[config.mk]
export PLATFORM = sky130hd
export DESIGN_NAME = tacho_top
export DESIGN_NICKNAME = d
export VERILOG_FILES = /design/src/tacho_pkg.sv /design/src/lbus_sync.sv /design/src/tacho_regs.sv /design/src/pulse_pair_gen.sv /design/src/tacho_top.sv
export SDC_FILE = /design/constraint.sdc
export NUM_CORES = 1
export LEC_CHECK = 0
export BUFFER_PORTS_ARGS = -buffer_cell sky130_fd_sc_hd__buf_2
export CORE_ASPECT_RATIO = 0.6
export CORE_MARGIN = 2
export CORE_UTILIZATION = 50
export CTS_BUF_LIST = sky130_fd_sc_hd__clkbuf_8
export DETAILED_ROUTE_END_ITERATION = 8
export PLACE_DENSITY_LB_ADDON = 0.15
export SYNTH_ARGS = -nofsm -noshare
export SYNTH_HDL_FRONTEND = slang
export SYNTH_SLANG_ARGS = --single-unit
[constraint.sdc]
create_clock -name W_clk -period 5.1 [get_ports W_clk]
set_clock_uncertainty 0.15 [all_clocks]
set_input_delay 0.51 -clock W_clk [delete_from_list [all_inputs] [get_ports W_clk]]
set_output_delay 0.51 -clock W_clk [all_outputs]
set_load 0.005 [all_outputs]
[src/tacho_pkg.sv]
// bus widths, 0x8xx register map and struct types for a two-pair tacho simulator; 16-bit bus only
package tacho_pkg;

  // ------------------------------
  // bus and design sizes
  localparam int ADDR_W    = 12;
  localparam int DATA_W    = 16;
  localparam int NUM_PAIRS = 2;
  localparam int CFG_W     = 32;   // frequency / phase word, low + high register

  localparam logic [3:0]        FPGA_WIN     = 4'h8;      // upper nibble of our window
  localparam logic [DATA_W-1:0] VERSION_WORD = 16'hb825;

  // per-pair address steps
  localparam int PAIR_CFG_STRIDE = 4;   // fcfg / pcfg pairs
  localparam int PAIR_WORD_STEP  = 2;   // low to high word
  localparam int PULSE_STRIDE    = 2;   // pulse-count registers

  // ------------------------------
  // register map
  localparam logic [ADDR_W-1:0] ADDR_VER        = 12'h800;
  localparam logic [ADDR_W-1:0] ADDR_AAAA       = 12'h802;
  localparam logic [ADDR_W-1:0] ADDR_5555       = 12'h804;
  localparam logic [ADDR_W-1:0] ADDR_FFFF       = 12'h806;
  localparam logic [ADDR_W-1:0] ADDR_0000       = 12'h808;

  localparam logic [ADDR_W-1:0] ADDR_SPD_MODE   = 12'h810;  // bit per pair, 1 = limited
  localparam logic [ADDR_W-1:0] ADDR_OUT_CTRL   = 12'h812;  // bit per channel
  localparam logic [ADDR_W-1:0] ADDR_SPD_LOAD   = 12'h814;  // bit per pair

  localparam logic [ADDR_W-1:0] ADDR_FCFG_BASE  = 12'h820;
  localparam logic [ADDR_W-1:0] ADDR_PCFG_BASE  = 12'h840;  // bit 31 set = channel b leads
  localparam logic [ADDR_W-1:0] ADDR_PULSE_BASE = 12'h860;
  localparam logic [ADDR_W-1:0] ADDR_FINISHED   = 12'h870;  // read only

  // ------------------------------
  // one decoded bus access, from the synchronizer to the register bank
  typedef struct packed {
    logic              wr;        // one clock per write strobe
    logic              rd;        // one clock per read strobe
    logic [ADDR_W-1:0] addr;
    logic [DATA_W-1:0] wdata;
    logic              sel;       // chip select, synchronized, active high
    logic              rd_level;  // raw read strobe, active high
  } lbus_req_t;

  // configuration of one pulse pair
  typedef struct packed {
    logic [CFG_W-1:0]  half_period;
    logic [CFG_W-1:0]  phase;
    logic [DATA_W-1:0] pulse_limit;
    logic              limited;
    logic              enable;
    logic              load;       // one clock pulse
  } pair_cfg_t;

endpackage

[src/lbus_sync.sv]
// strobes need at least 4 clocks low and 4 high; la and ld_in must stay stable while a strobe is low
`timescale 1ns/10ps

module lbus_sync (
  input  logic                         W_clk,
  input  logic                         W_reset_n,
  input  logic                         lcs_n,
  input  logic                         lrd_n,
  input  logic                         lwr_n,
  input  logic [tacho_pkg::ADDR_W-1:0] la,
  input  logic [tacho_pkg::DATA_W-1:0] ld_in,
  output tacho_pkg::lbus_req_t         req
);

  logic cs_q;          // chip select, one stage
  logic rd_q, rd_qq;   // read strobe, sync + previous
  logic wr_q, wr_qq;   // write strobe, sync + previous

  always_ff @(posedge W_clk)
  begin
    if (!W_reset_n)
    begin
      cs_q  <= 1'b1;   // bus idles high
      rd_q  <= 1'b1;
      rd_qq <= 1'b1;
      wr_q  <= 1'b1;
      wr_qq <= 1'b1;
    end
    else
    begin
      cs_q  <= lcs_n;
      rd_q  <= lrd_n;
      rd_qq <= rd_q;
      wr_q  <= lwr_n;
      wr_qq <= wr_q;
    end
  end

  // falling edge of each strobe while selected
  assign req.sel      = !cs_q;
  assign req.rd       = !cs_q && !rd_q && rd_qq;
  assign req.wr       = !cs_q && !wr_q && wr_qq;

  // address and data go through as is, the host holds them
  assign req.addr     = la;
  assign req.wdata    = ld_in;
  assign req.rd_level = !lrd_n;

endmodule

[src/tacho_regs.sv]
// unmapped reads return the previous read data; writes to read-only or unmapped addresses are ignored
`timescale 1ns/10ps

module tacho_regs (
  input  logic                                              W_clk,
  input  logic                                              W_reset_n,
  input  tacho_pkg::lbus_req_t                              req,
  input  logic [tacho_pkg::NUM_PAIRS-1:0]                   finished,
  output tacho_pkg::pair_cfg_t [tacho_pkg::NUM_PAIRS-1:0]   cfg,
  output logic [2*tacho_pkg::NUM_PAIRS-1:0]                 out_ctrl,
  output logic [tacho_pkg::DATA_W-1:0]                      ld_out,
  output logic                                              ld_oe
);

  import tacho_pkg::*;

  logic [DATA_W-1:0]    fcfg_lo [NUM_PAIRS];
  logic [DATA_W-1:0]    fcfg_hi [NUM_PAIRS];
  logic [DATA_W-1:0]    pcfg_lo [NUM_PAIRS];
  logic [DATA_W-1:0]    pcfg_hi [NUM_PAIRS];
  logic [DATA_W-1:0]    pulse_num [NUM_PAIRS];
  logic [NUM_PAIRS-1:0] spd_mode;
  logic [NUM_PAIRS-1:0] spd_load;     // kept readable
  logic [NUM_PAIRS-1:0] load_pulse;
  logic [NUM_PAIRS-1:0] finished_q;
  logic [DATA_W-1:0]    rd_mux;
  logic [DATA_W-1:0]    rd_data;

  // address of word w of pair p in a per-pair block
  function automatic logic [ADDR_W-1:0] pair_addr(input logic [ADDR_W-1:0] base,
                                                  input int stride,
                                                  input int p,
                                                  input int w);
    pair_addr = base + ADDR_W'(stride * p + PAIR_WORD_STEP * w);
  endfunction

  // ------------------------------
  // write decode
  always_ff @(posedge W_clk)
  begin
    if (!W_reset_n)
    begin
      for (int p = 0; p < NUM_PAIRS; p++)
      begin
        fcfg_lo[p]   <= '0;
        fcfg_hi[p]   <= '0;
        pcfg_lo[p]   <= '0;
        pcfg_hi[p]   <= '0;
        pulse_num[p] <= '0;
      end
      spd_mode   <= '0;
      spd_load   <= '0;
      out_ctrl   <= '0;
      load_pulse <= '0;
    end
    else
    begin
      load_pulse <= '0;   // one clock only
      if (req.wr)
      begin
        case (req.addr)
          ADDR_SPD_MODE: spd_mode <= req.wdata[NUM_PAIRS-1:0];
          ADDR_OUT_CTRL: out_ctrl <= req.wdata[2*NUM_PAIRS-1:0];
          ADDR_SPD_LOAD:
          begin
            spd_load   <= req.wdata[NUM_PAIRS-1:0];
            load_pulse <= req.wdata[NUM_PAIRS-1:0];   // restarts the pairs with a 1
          end
          default: ;
        endcase
        for (int p = 0; p < NUM_PAIRS; p++)
        begin
          if (req.addr == pair_addr(ADDR_FCFG_BASE, PAIR_CFG_STRIDE, p, 0))
            fcfg_lo[p] <= req.wdata;
          if (req.addr == pair_addr(ADDR_FCFG_BASE, PAIR_CFG_STRIDE, p, 1))
            fcfg_hi[p] <= req.wdata;
          if (req.addr == pair_addr(ADDR_PCFG_BASE, PAIR_CFG_STRIDE, p, 0))
            pcfg_lo[p] <= req.wdata;
          if (req.addr == pair_addr(ADDR_PCFG_BASE, PAIR_CFG_STRIDE, p, 1))
            pcfg_hi[p] <= req.wdata;
          if (req.addr == pair_addr(ADDR_PULSE_BASE, PULSE_STRIDE, p, 0))
            pulse_num[p] <= req.wdata;
        end
      end
    end
  end

  // ------------------------------
  // read back
  always_comb
  begin
    rd_mux = rd_data;   // unmapped, hold
    case (req.addr)
      ADDR_VER:      rd_mux = VERSION_WORD;
      ADDR_AAAA:     rd_mux = 16'haaaa;
      ADDR_5555:     rd_mux = 16'h5555;
      ADDR_FFFF:     rd_mux = 16'hffff;
      ADDR_0000:     rd_mux = 16'h0000;
      ADDR_SPD_MODE: rd_mux = DATA_W'(spd_mode);
      ADDR_OUT_CTRL: rd_mux = DATA_W'(out_ctrl);
      ADDR_SPD_LOAD: rd_mux = DATA_W'(spd_load);
      ADDR_FINISHED: rd_mux = DATA_W'(finished_q);
      default: ;
    endcase
    for (int p = 0; p < NUM_PAIRS; p++)
    begin
      if (req.addr == pair_addr(ADDR_FCFG_BASE, PAIR_CFG_STRIDE, p, 0))
        rd_mux = fcfg_lo[p];
      if (req.addr == pair_addr(ADDR_FCFG_BASE, PAIR_CFG_STRIDE, p, 1))
        rd_mux = fcfg_hi[p];
      if (req.addr == pair_addr(ADDR_PCFG_BASE, PAIR_CFG_STRIDE, p, 0))
        rd_mux = pcfg_lo[p];
      if (req.addr == pair_addr(ADDR_PCFG_BASE, PAIR_CFG_STRIDE, p, 1))
        rd_mux = pcfg_hi[p];
      if (req.addr == pair_addr(ADDR_PULSE_BASE, PULSE_STRIDE, p, 0))
        rd_mux = pulse_num[p];
    end
  end

  always_ff @(posedge W_clk)
  begin
    if (!W_reset_n)
    begin
      rd_data    <= '0;
      finished_q <= '0;
    end
    else
    begin
      finished_q <= finished;
      if (req.rd)
        rd_data <= rd_mux;   // same edge as a write would land
    end
  end

  assign ld_out = rd_data;
  assign ld_oe  = req.sel && req.rd_level && (req.addr[ADDR_W-1 -: 4] == FPGA_WIN);

  // ------------------------------
  // per-pair configuration
  always_comb
  begin
    for (int p = 0; p < NUM_PAIRS; p++)
    begin
      cfg[p].half_period = {fcfg_hi[p], fcfg_lo[p]};
      cfg[p].phase       = {pcfg_hi[p], pcfg_lo[p]};
      cfg[p].pulse_limit = pulse_num[p];
      cfg[p].limited     = spd_mode[p];
      cfg[p].enable      = out_ctrl[2*p] | out_ctrl[2*p+1];   // runs if either channel is on
      cfg[p].load        = load_pulse[p];
    end
  end

endmodule

[src/pulse_pair_gen.sv]
// starts only on a load while enabled; half_period 0 behaves as 1; limited mode with limit 0 ends at once
`timescale 1ns/10ps

module pulse_pair_gen (
  input  logic                 W_clk,
  input  logic                 W_reset_n,
  input  tacho_pkg::pair_cfg_t cfg,
  output logic                 chan_a,
  output logic                 chan_b,
  output logic                 finished
);

  import tacho_pkg::*;

  localparam int DLY_W = CFG_W - 1;   // phase without the lead bit

  // index 0 is the leading channel, index 1 the lagging one
  logic [1:0]        run;
  logic [1:0]        level;
  logic [1:0]        done;
  logic [CFG_W-1:0]  hp_cnt [2];      // clocks in the current half period
  logic [DATA_W-1:0] rise_cnt [2];    // rising edges since load
  logic [DLY_W-1:0]  dly_cnt;
  logic              dly_active;
  logic              b_leads;         // latched phase bit 31
  logic [DLY_W-1:0]  phase_cnt;
  logic              start_ok;

  assign phase_cnt = cfg.phase[DLY_W-1:0];
  assign start_ok  = !(cfg.limited && (cfg.pulse_limit == '0));

  always_ff @(posedge W_clk)
  begin
    if (!W_reset_n)
    begin
      run        <= '0;
      level      <= '0;
      done       <= '0;
      dly_cnt    <= '0;
      dly_active <= 1'b0;
      b_leads    <= 1'b0;
      for (int c = 0; c < 2; c++)
      begin
        hp_cnt[c]   <= '0;
        rise_cnt[c] <= '0;
      end
    end
    else if (!cfg.enable)
    begin
      // both low, finished flag kept until the next load
      run        <= '0;
      level      <= '0;
      dly_active <= 1'b0;
    end
    else if (cfg.load)
    begin
      b_leads     <= cfg.phase[CFG_W-1];
      done        <= start_ok ? 2'b00 : 2'b11;
      run[0]      <= start_ok;
      level[0]    <= start_ok;   // lead goes high right away
      run[1]      <= start_ok && (phase_cnt == '0);
      level[1]    <= start_ok && (phase_cnt == '0);
      dly_cnt     <= phase_cnt;
      dly_active  <= start_ok && (phase_cnt != '0);
      for (int c = 0; c < 2; c++)
      begin
        hp_cnt[c]   <= CFG_W'(1);
        rise_cnt[c] <= DATA_W'(1);   // the start counts as the first rise
      end
    end
    else
    begin
      // ------------------------------
      // half-period toggling, per channel
      for (int c = 0; c < 2; c++)
      begin
        if (run[c])
        begin
          if (hp_cnt[c] >= cfg.half_period)
          begin
            hp_cnt[c] <= CFG_W'(1);
            if (level[c])
            begin
              level[c] <= 1'b0;
              // each channel ends low after its own last pulse
              if (cfg.limited && (rise_cnt[c] >= cfg.pulse_limit))
              begin
                run[c]  <= 1'b0;
                done[c] <= 1'b1;
              end
            end
            else
            begin
              level[c]    <= 1'b1;
              rise_cnt[c] <= rise_cnt[c] + DATA_W'(1);
            end
          end
          else
            hp_cnt[c] <= hp_cnt[c] + CFG_W'(1);
        end
      end

      // phase delay before the lagging channel starts
      if (dly_active)
      begin
        if (dly_cnt == DLY_W'(1))
        begin
          dly_active <= 1'b0;
          run[1]     <= 1'b1;
          level[1]   <= 1'b1;
          hp_cnt[1]  <= CFG_W'(1);
        end
        else
          dly_cnt <= dly_cnt - DLY_W'(1);
      end
    end
  end

  assign chan_a   = b_leads ? level[1] : level[0];
  assign chan_b   = b_leads ? level[0] : level[1];
  assign finished = &done;   // set once the later channel has stopped

endmodule

[src/tacho_top.sv]
// two pulse pairs behind a 16-bit async local bus; read data is split into ld_out and ld_oe, no tristate
`timescale 1ns/10ps

module tacho_top (
  input  logic                            W_clk,
  input  logic                            W_reset_n,
  input  logic                            lcs_n,
  input  logic                            lrd_n,
  input  logic                            lwr_n,
  input  logic [tacho_pkg::ADDR_W-1:0]    la,
  input  logic [tacho_pkg::DATA_W-1:0]    ld_in,
  output logic [tacho_pkg::DATA_W-1:0]    ld_out,
  output logic                            ld_oe,
  output logic [tacho_pkg::NUM_PAIRS-1:0] spd_a,
  output logic [tacho_pkg::NUM_PAIRS-1:0] spd_b
);

  import tacho_pkg::*;

  lbus_req_t                 req;
  pair_cfg_t [NUM_PAIRS-1:0] cfg;
  logic [2*NUM_PAIRS-1:0]    out_ctrl;
  logic [NUM_PAIRS-1:0]      finished;
  logic [NUM_PAIRS-1:0]      chan_a;
  logic [NUM_PAIRS-1:0]      chan_b;

  // ------------------------------
  // bus side
  lbus_sync u_sync (
    .W_clk     (W_clk),
    .W_reset_n (W_reset_n),
    .lcs_n     (lcs_n),
    .lrd_n     (lrd_n),
    .lwr_n     (lwr_n),
    .la        (la),
    .ld_in     (ld_in),
    .req       (req)
  );

  tacho_regs u_regs (
    .W_clk     (W_clk),
    .W_reset_n (W_reset_n),
    .req       (req),
    .finished  (finished),
    .cfg       (cfg),
    .out_ctrl  (out_ctrl),
    .ld_out    (ld_out),
    .ld_oe     (ld_oe)
  );

  // ------------------------------
  // generators and channel gating
  for (genvar i = 0; i < NUM_PAIRS; i++)
  begin : g_pair
    pulse_pair_gen u_pair (
      .W_clk     (W_clk),
      .W_reset_n (W_reset_n),
      .cfg       (cfg[i]),
      .chan_a    (chan_a[i]),
      .chan_b    (chan_b[i]),
      .finished  (finished[i])
    );

    assign spd_a[i] = chan_a[i] & out_ctrl[2*i];     // even bit, channel a
    assign spd_b[i] = chan_b[i] & out_ctrl[2*i+1];   // odd bit, channel b
  end

endmodule

==> flow_metrics.py <==
metrics = {
    "run_status": {
        "outcome": "finished, final reports clean",
    },
    "sta": {
        "holdWs_ps": 78.6,
        "layout_min_cycle_time_ps": 3980,
        "min_period_over_period_pct": 78.0,
        "worstMarginPinSlew_ps": 1270,
        "drv_slew": 0,
        "finalHoldViolations": 0,
        "slew_headroom_pct": 15.0,
        "setup_viol": 0,
        "max_clock_freq_mhz": 251,
        "finalSetupTns_ps": 0,
        "rsz0062_at_grt": "false",
    },
    "global_route": {
        "grt.total_usage_pct": 34.2,
        "antenna_found_initial": 11,
        "grt_pass1_vias": 21500,
        "grt_overflow": 0,
        "grt_max_degree": 81,
        "grt_pass1_wl_mm": 142,
    },
    "clocking": {
        "cts_buffer_depth": 3,
        "cts.sinks": 463,
        "clock_tree.root_cell": "clkbuf_8",
        "cts_tree": "yes",
        "h-tree-depth": 3,
        "numCtsBuffers": 74,
        "postCtsSetupBuffers": 0,
        "postCtsHoldBufs": 3,
        "clkTransAtPathRegs_ps": 70,
        "cts.repair.resized": 0,
        "clk_latency_ps": 730,
    },
    "synthesis": {
        "yosys.cell_types.count": 91,
        "synth_async_sr_flop_share_pct": 0,
        "synthAdderAreaFrac_pct": 9.39,
        "yosys.area_share.simple_pct": 20.6,
        "synth_xor_area_share_pct": 5.71,
        "yosys.area.top_type": "edfxtp_1",
        "synth_fp_nets": 3055,
        "synth_cells": 2816,
        "synthesis.area_um2": 27500,
        "ys_seq_area_share_pct": 46.6,
        "ys.flop_type": "edfxtp_1",
        "synth.top_cell.area_share_pct": 38.5,
        "synth_top_family_by_area": "simple AND/OR/NAND/NOR gates",
        "synth_edf_count": 352,
        "synth_area_leaders": "edfxtp_1 38%, ha_1 9.4%, dfxtp_1 8.1%",
        "synth_compound_area_share_pct": 13.6,
        "synth_seq_cells": 463,
        "avgSynthCellArea_um2": 9.75,
        "yosys_warnings": 0,
        "synthMuxAreaShare_pct": 0.401,
    },
    "die": {
        "core_area_um2": 54300,
        "rows": 66,
        "dieArea_um2": 56900,
        "initial_utilization_pct": 50.6,
        "die_h_um": 186,
        "pin_count": 54,
        "die_w_um": 307,
    },
    "power_and_ir_drop": {
        "pwr_density_cell_nw_per_um2": 272,
        "total_power_mw": 8.20,
        "ir_drop_uv": 204,
        "leakagePower_nw": 11.2,
    },
    "drt": {
        "wl_per_cell_um": 26.6,
        "detail-route-antenna-nets": 0,
        "vias": 23400,
        "drc": 0,
        "dr.first_iter.drc_count": 3068,
        "drt-total-wl_mm": 98.1,
        "viasPerCell": 6.35,
        "firstDrtPassIters": 6,
    },
    "worst_setup_path": {
        "cp_max_fo": 30,
        "ff2ff_path_depth": 13,
        "setup.worst_path.end": "g_pair[1].u_pair.rise_cnt[0][15]",
        "reg2reg_to": "g_pair[1].u_pair.rise_cnt[0][15]",
        "path_class": "register to register",
        "cp.arrival_ps": 4260,
        "cp-startpoint": "u_regs.fcfg_hi[0][22]",
        "cp-end-kind": "register",
        "reg2reg_slack_ps": 1120,
        "critical_path_required_ps": 5390,
        "critPathLaunchType": "register",
        "reg2reg_from": "u_regs.fcfg_hi[0][22]",
    },
    "layout": {
        "design_area_um2": 30100,
        "area_growth_pct": 9.56,
        "regArea_um2": 12800,
        "fillers": 4765,
        "multi_input_comb_area_um2": 13700,
        "nets": 3129,
        "drive_gt1_share_pct": 8.08,
    },
    "min_path": {
        "min_path_type": "primary input to register",
        "min_from": "ld_in[3]",
    },
    "placed_design": {
        "hpwl_mm": 74.9,
        "gp_congestion": 1.04,
        "numPortBuffers": 53,
        "placed_cell_area_um2": 28600,
    },
    "flow_run": {
        "cap_violations": 0,
    },
}
## power breakdown
group	internal (mW)	switching, mW	total (mW)
logic	0.204	0.369	0.573
clock network	1.62	1.66	3.28
registers	4.16	0.187	4.34
## metal layers
metal / global-route usage (%) / share of wire [%]
met5: 2.15 / 0.18
met2: 44.6 / 38
met4: 10.5 / 2.7
met3: 14.0 / 14
met1: 50.4 / 45
## layout by cell type (no fill, tap or decap), types with 14 or more instances in the layout
cell type	netlist	final
xor2_1	113	113
nand2_1	200	200
and3_1	48	48
clkbuf_8	0	76
o22ai_1	20	20
ha_1	206	206
dfxtp_1	111	109
diode_2	0	21
nor2_1	364	364
a21oi_1	136	135
nor4_1	44	43
a221oi_1	18	18
a22oi_1	33	33
a211oi_1	29	29
a31oi_1	26	25
nor2b_1	14	14
nor3_1	55	54
and2_1	93	93
o21ai_0	134	118
inv_1	147	175
nand3_1	124	124
nand2b_1	22	22
nand4_1	63	63
o31ai_1	17	17
edfxtp_1	352	352
buf_4	2	49
o21ai_1	29	40
xnor2_1	66	66
a21o_1	27	27
and4_1	20	20
buf_2	22	53
o211ai_1	14	14
or3_1	19	19
## flip-flops by register name (all words and copies together), names as in the netlist
signal	flops
g_pair.u_pair.hp_cnt	128
g_pair.u_pair.rise_cnt	64
g_pair.u_pair.dly_cnt	62
u_regs.fcfg_hi	32
u_regs.fcfg_lo	32
u_regs.pcfg_hi	32
u_regs.pcfg_lo	32
u_regs.pulse_num	32
u_regs.ld_out	16
g_pair.u_pair.done	4
g_pair.u_pair.level	4
g_pair.u_pair.run	4
u_regs.out_ctrl	4
g_pair.u_pair.b_leads	2
g_pair.u_pair.dly_active	2
u_regs.finished_q	2
u_regs.load_pulse	2
u_regs.spd_load	2
u_regs.spd_mode	2
u_sync.cs_q	1
u_sync.rd_q	1
u_sync.rd_qq	1
u_sync.wr_q	1
u_sync.wr_qq	1
## how the worst min path moves through the flow
stage | endpoint | slack (ps) | depth (start not counted)
final | u_regs.out_ctrl[3] | 80 | 3
after CTS | u_regs.out_ctrl[3] | 20 | 3
after detailed placement | u_sync.wr_qq | 270 | 1
after global placement | u_sync.wr_qq | 280 | 1
after global routing | u_regs.out_ctrl[3] | 60 | 3
after floorplan | u_sync.wr_qq | 260 | 1
## cells in the mapped netlist, types with 29 or more instances
cell,number
nand4_1,63
nand2_1,200
nor4_1,44
o21ai_1,29
a21oi_1,136
and3_1,48
nor2_1,364
nand3_1,124
inv_1,147
ha_1,206
dfxtp_1,111
xor2_1,113
a211oi_1,29
clkbuf_1,79
a22oi_1,33
nor3_1,55
o21ai_0,134
and2_1,93
xnor2_1,66
edfxtp_1,352
## cells by family (layout without fill, tap and decap cells)
| logic type | Yosys count | in the layout |
|---|---|---|
| buf+inv | 254 | 385 |
| mux | 11 | 11 |
| other cells | 0 | 21 |
| xor+xnor | 179 | 179 |
| simple gates | 1121 | 1121 |
| flops | 463 | 463 |
| compound gates | 582 | 582 |
| fa+ha+maj | 206 | 206 |
## through the flow
stage / setup WS, ps / utilization, % / instances
after floorplan: 509 / - / 2816
after global placement: 1260 / 52.6 / 3525
after detailed placement: 1280 / 52.6 / 3525
after CTS: 1240 / 55.4 / 3661
after global routing: 896 / 55.4 / 3665
final: 1120 / 55.5 / 3682
## final cells by class
type	instances	share of cell area (%)
inverters	147	1.83
flip-flops and latches	463	42.5
repair buffers	105	2.20
diodes	21	0.175
clock buffers	76	3.48
clock inverters	57	1.30
multi-input cells	2099	45.5
well taps	714	2.97
## critical path, stage by stage (launching register included)
cell      delay, ps
edfxtp_1        480
inv_1           180
ha_1            280
nand4_1         150
nor2_1           60
a22oi_1         210
nand3_1         110
o41ai_1        1000
inv_1           110
ha_1            230
and3_1          150
a31oi_2         140
buf_4           340
nor2_1          100
Note: power is estimated with default switching activity, not from simulation.
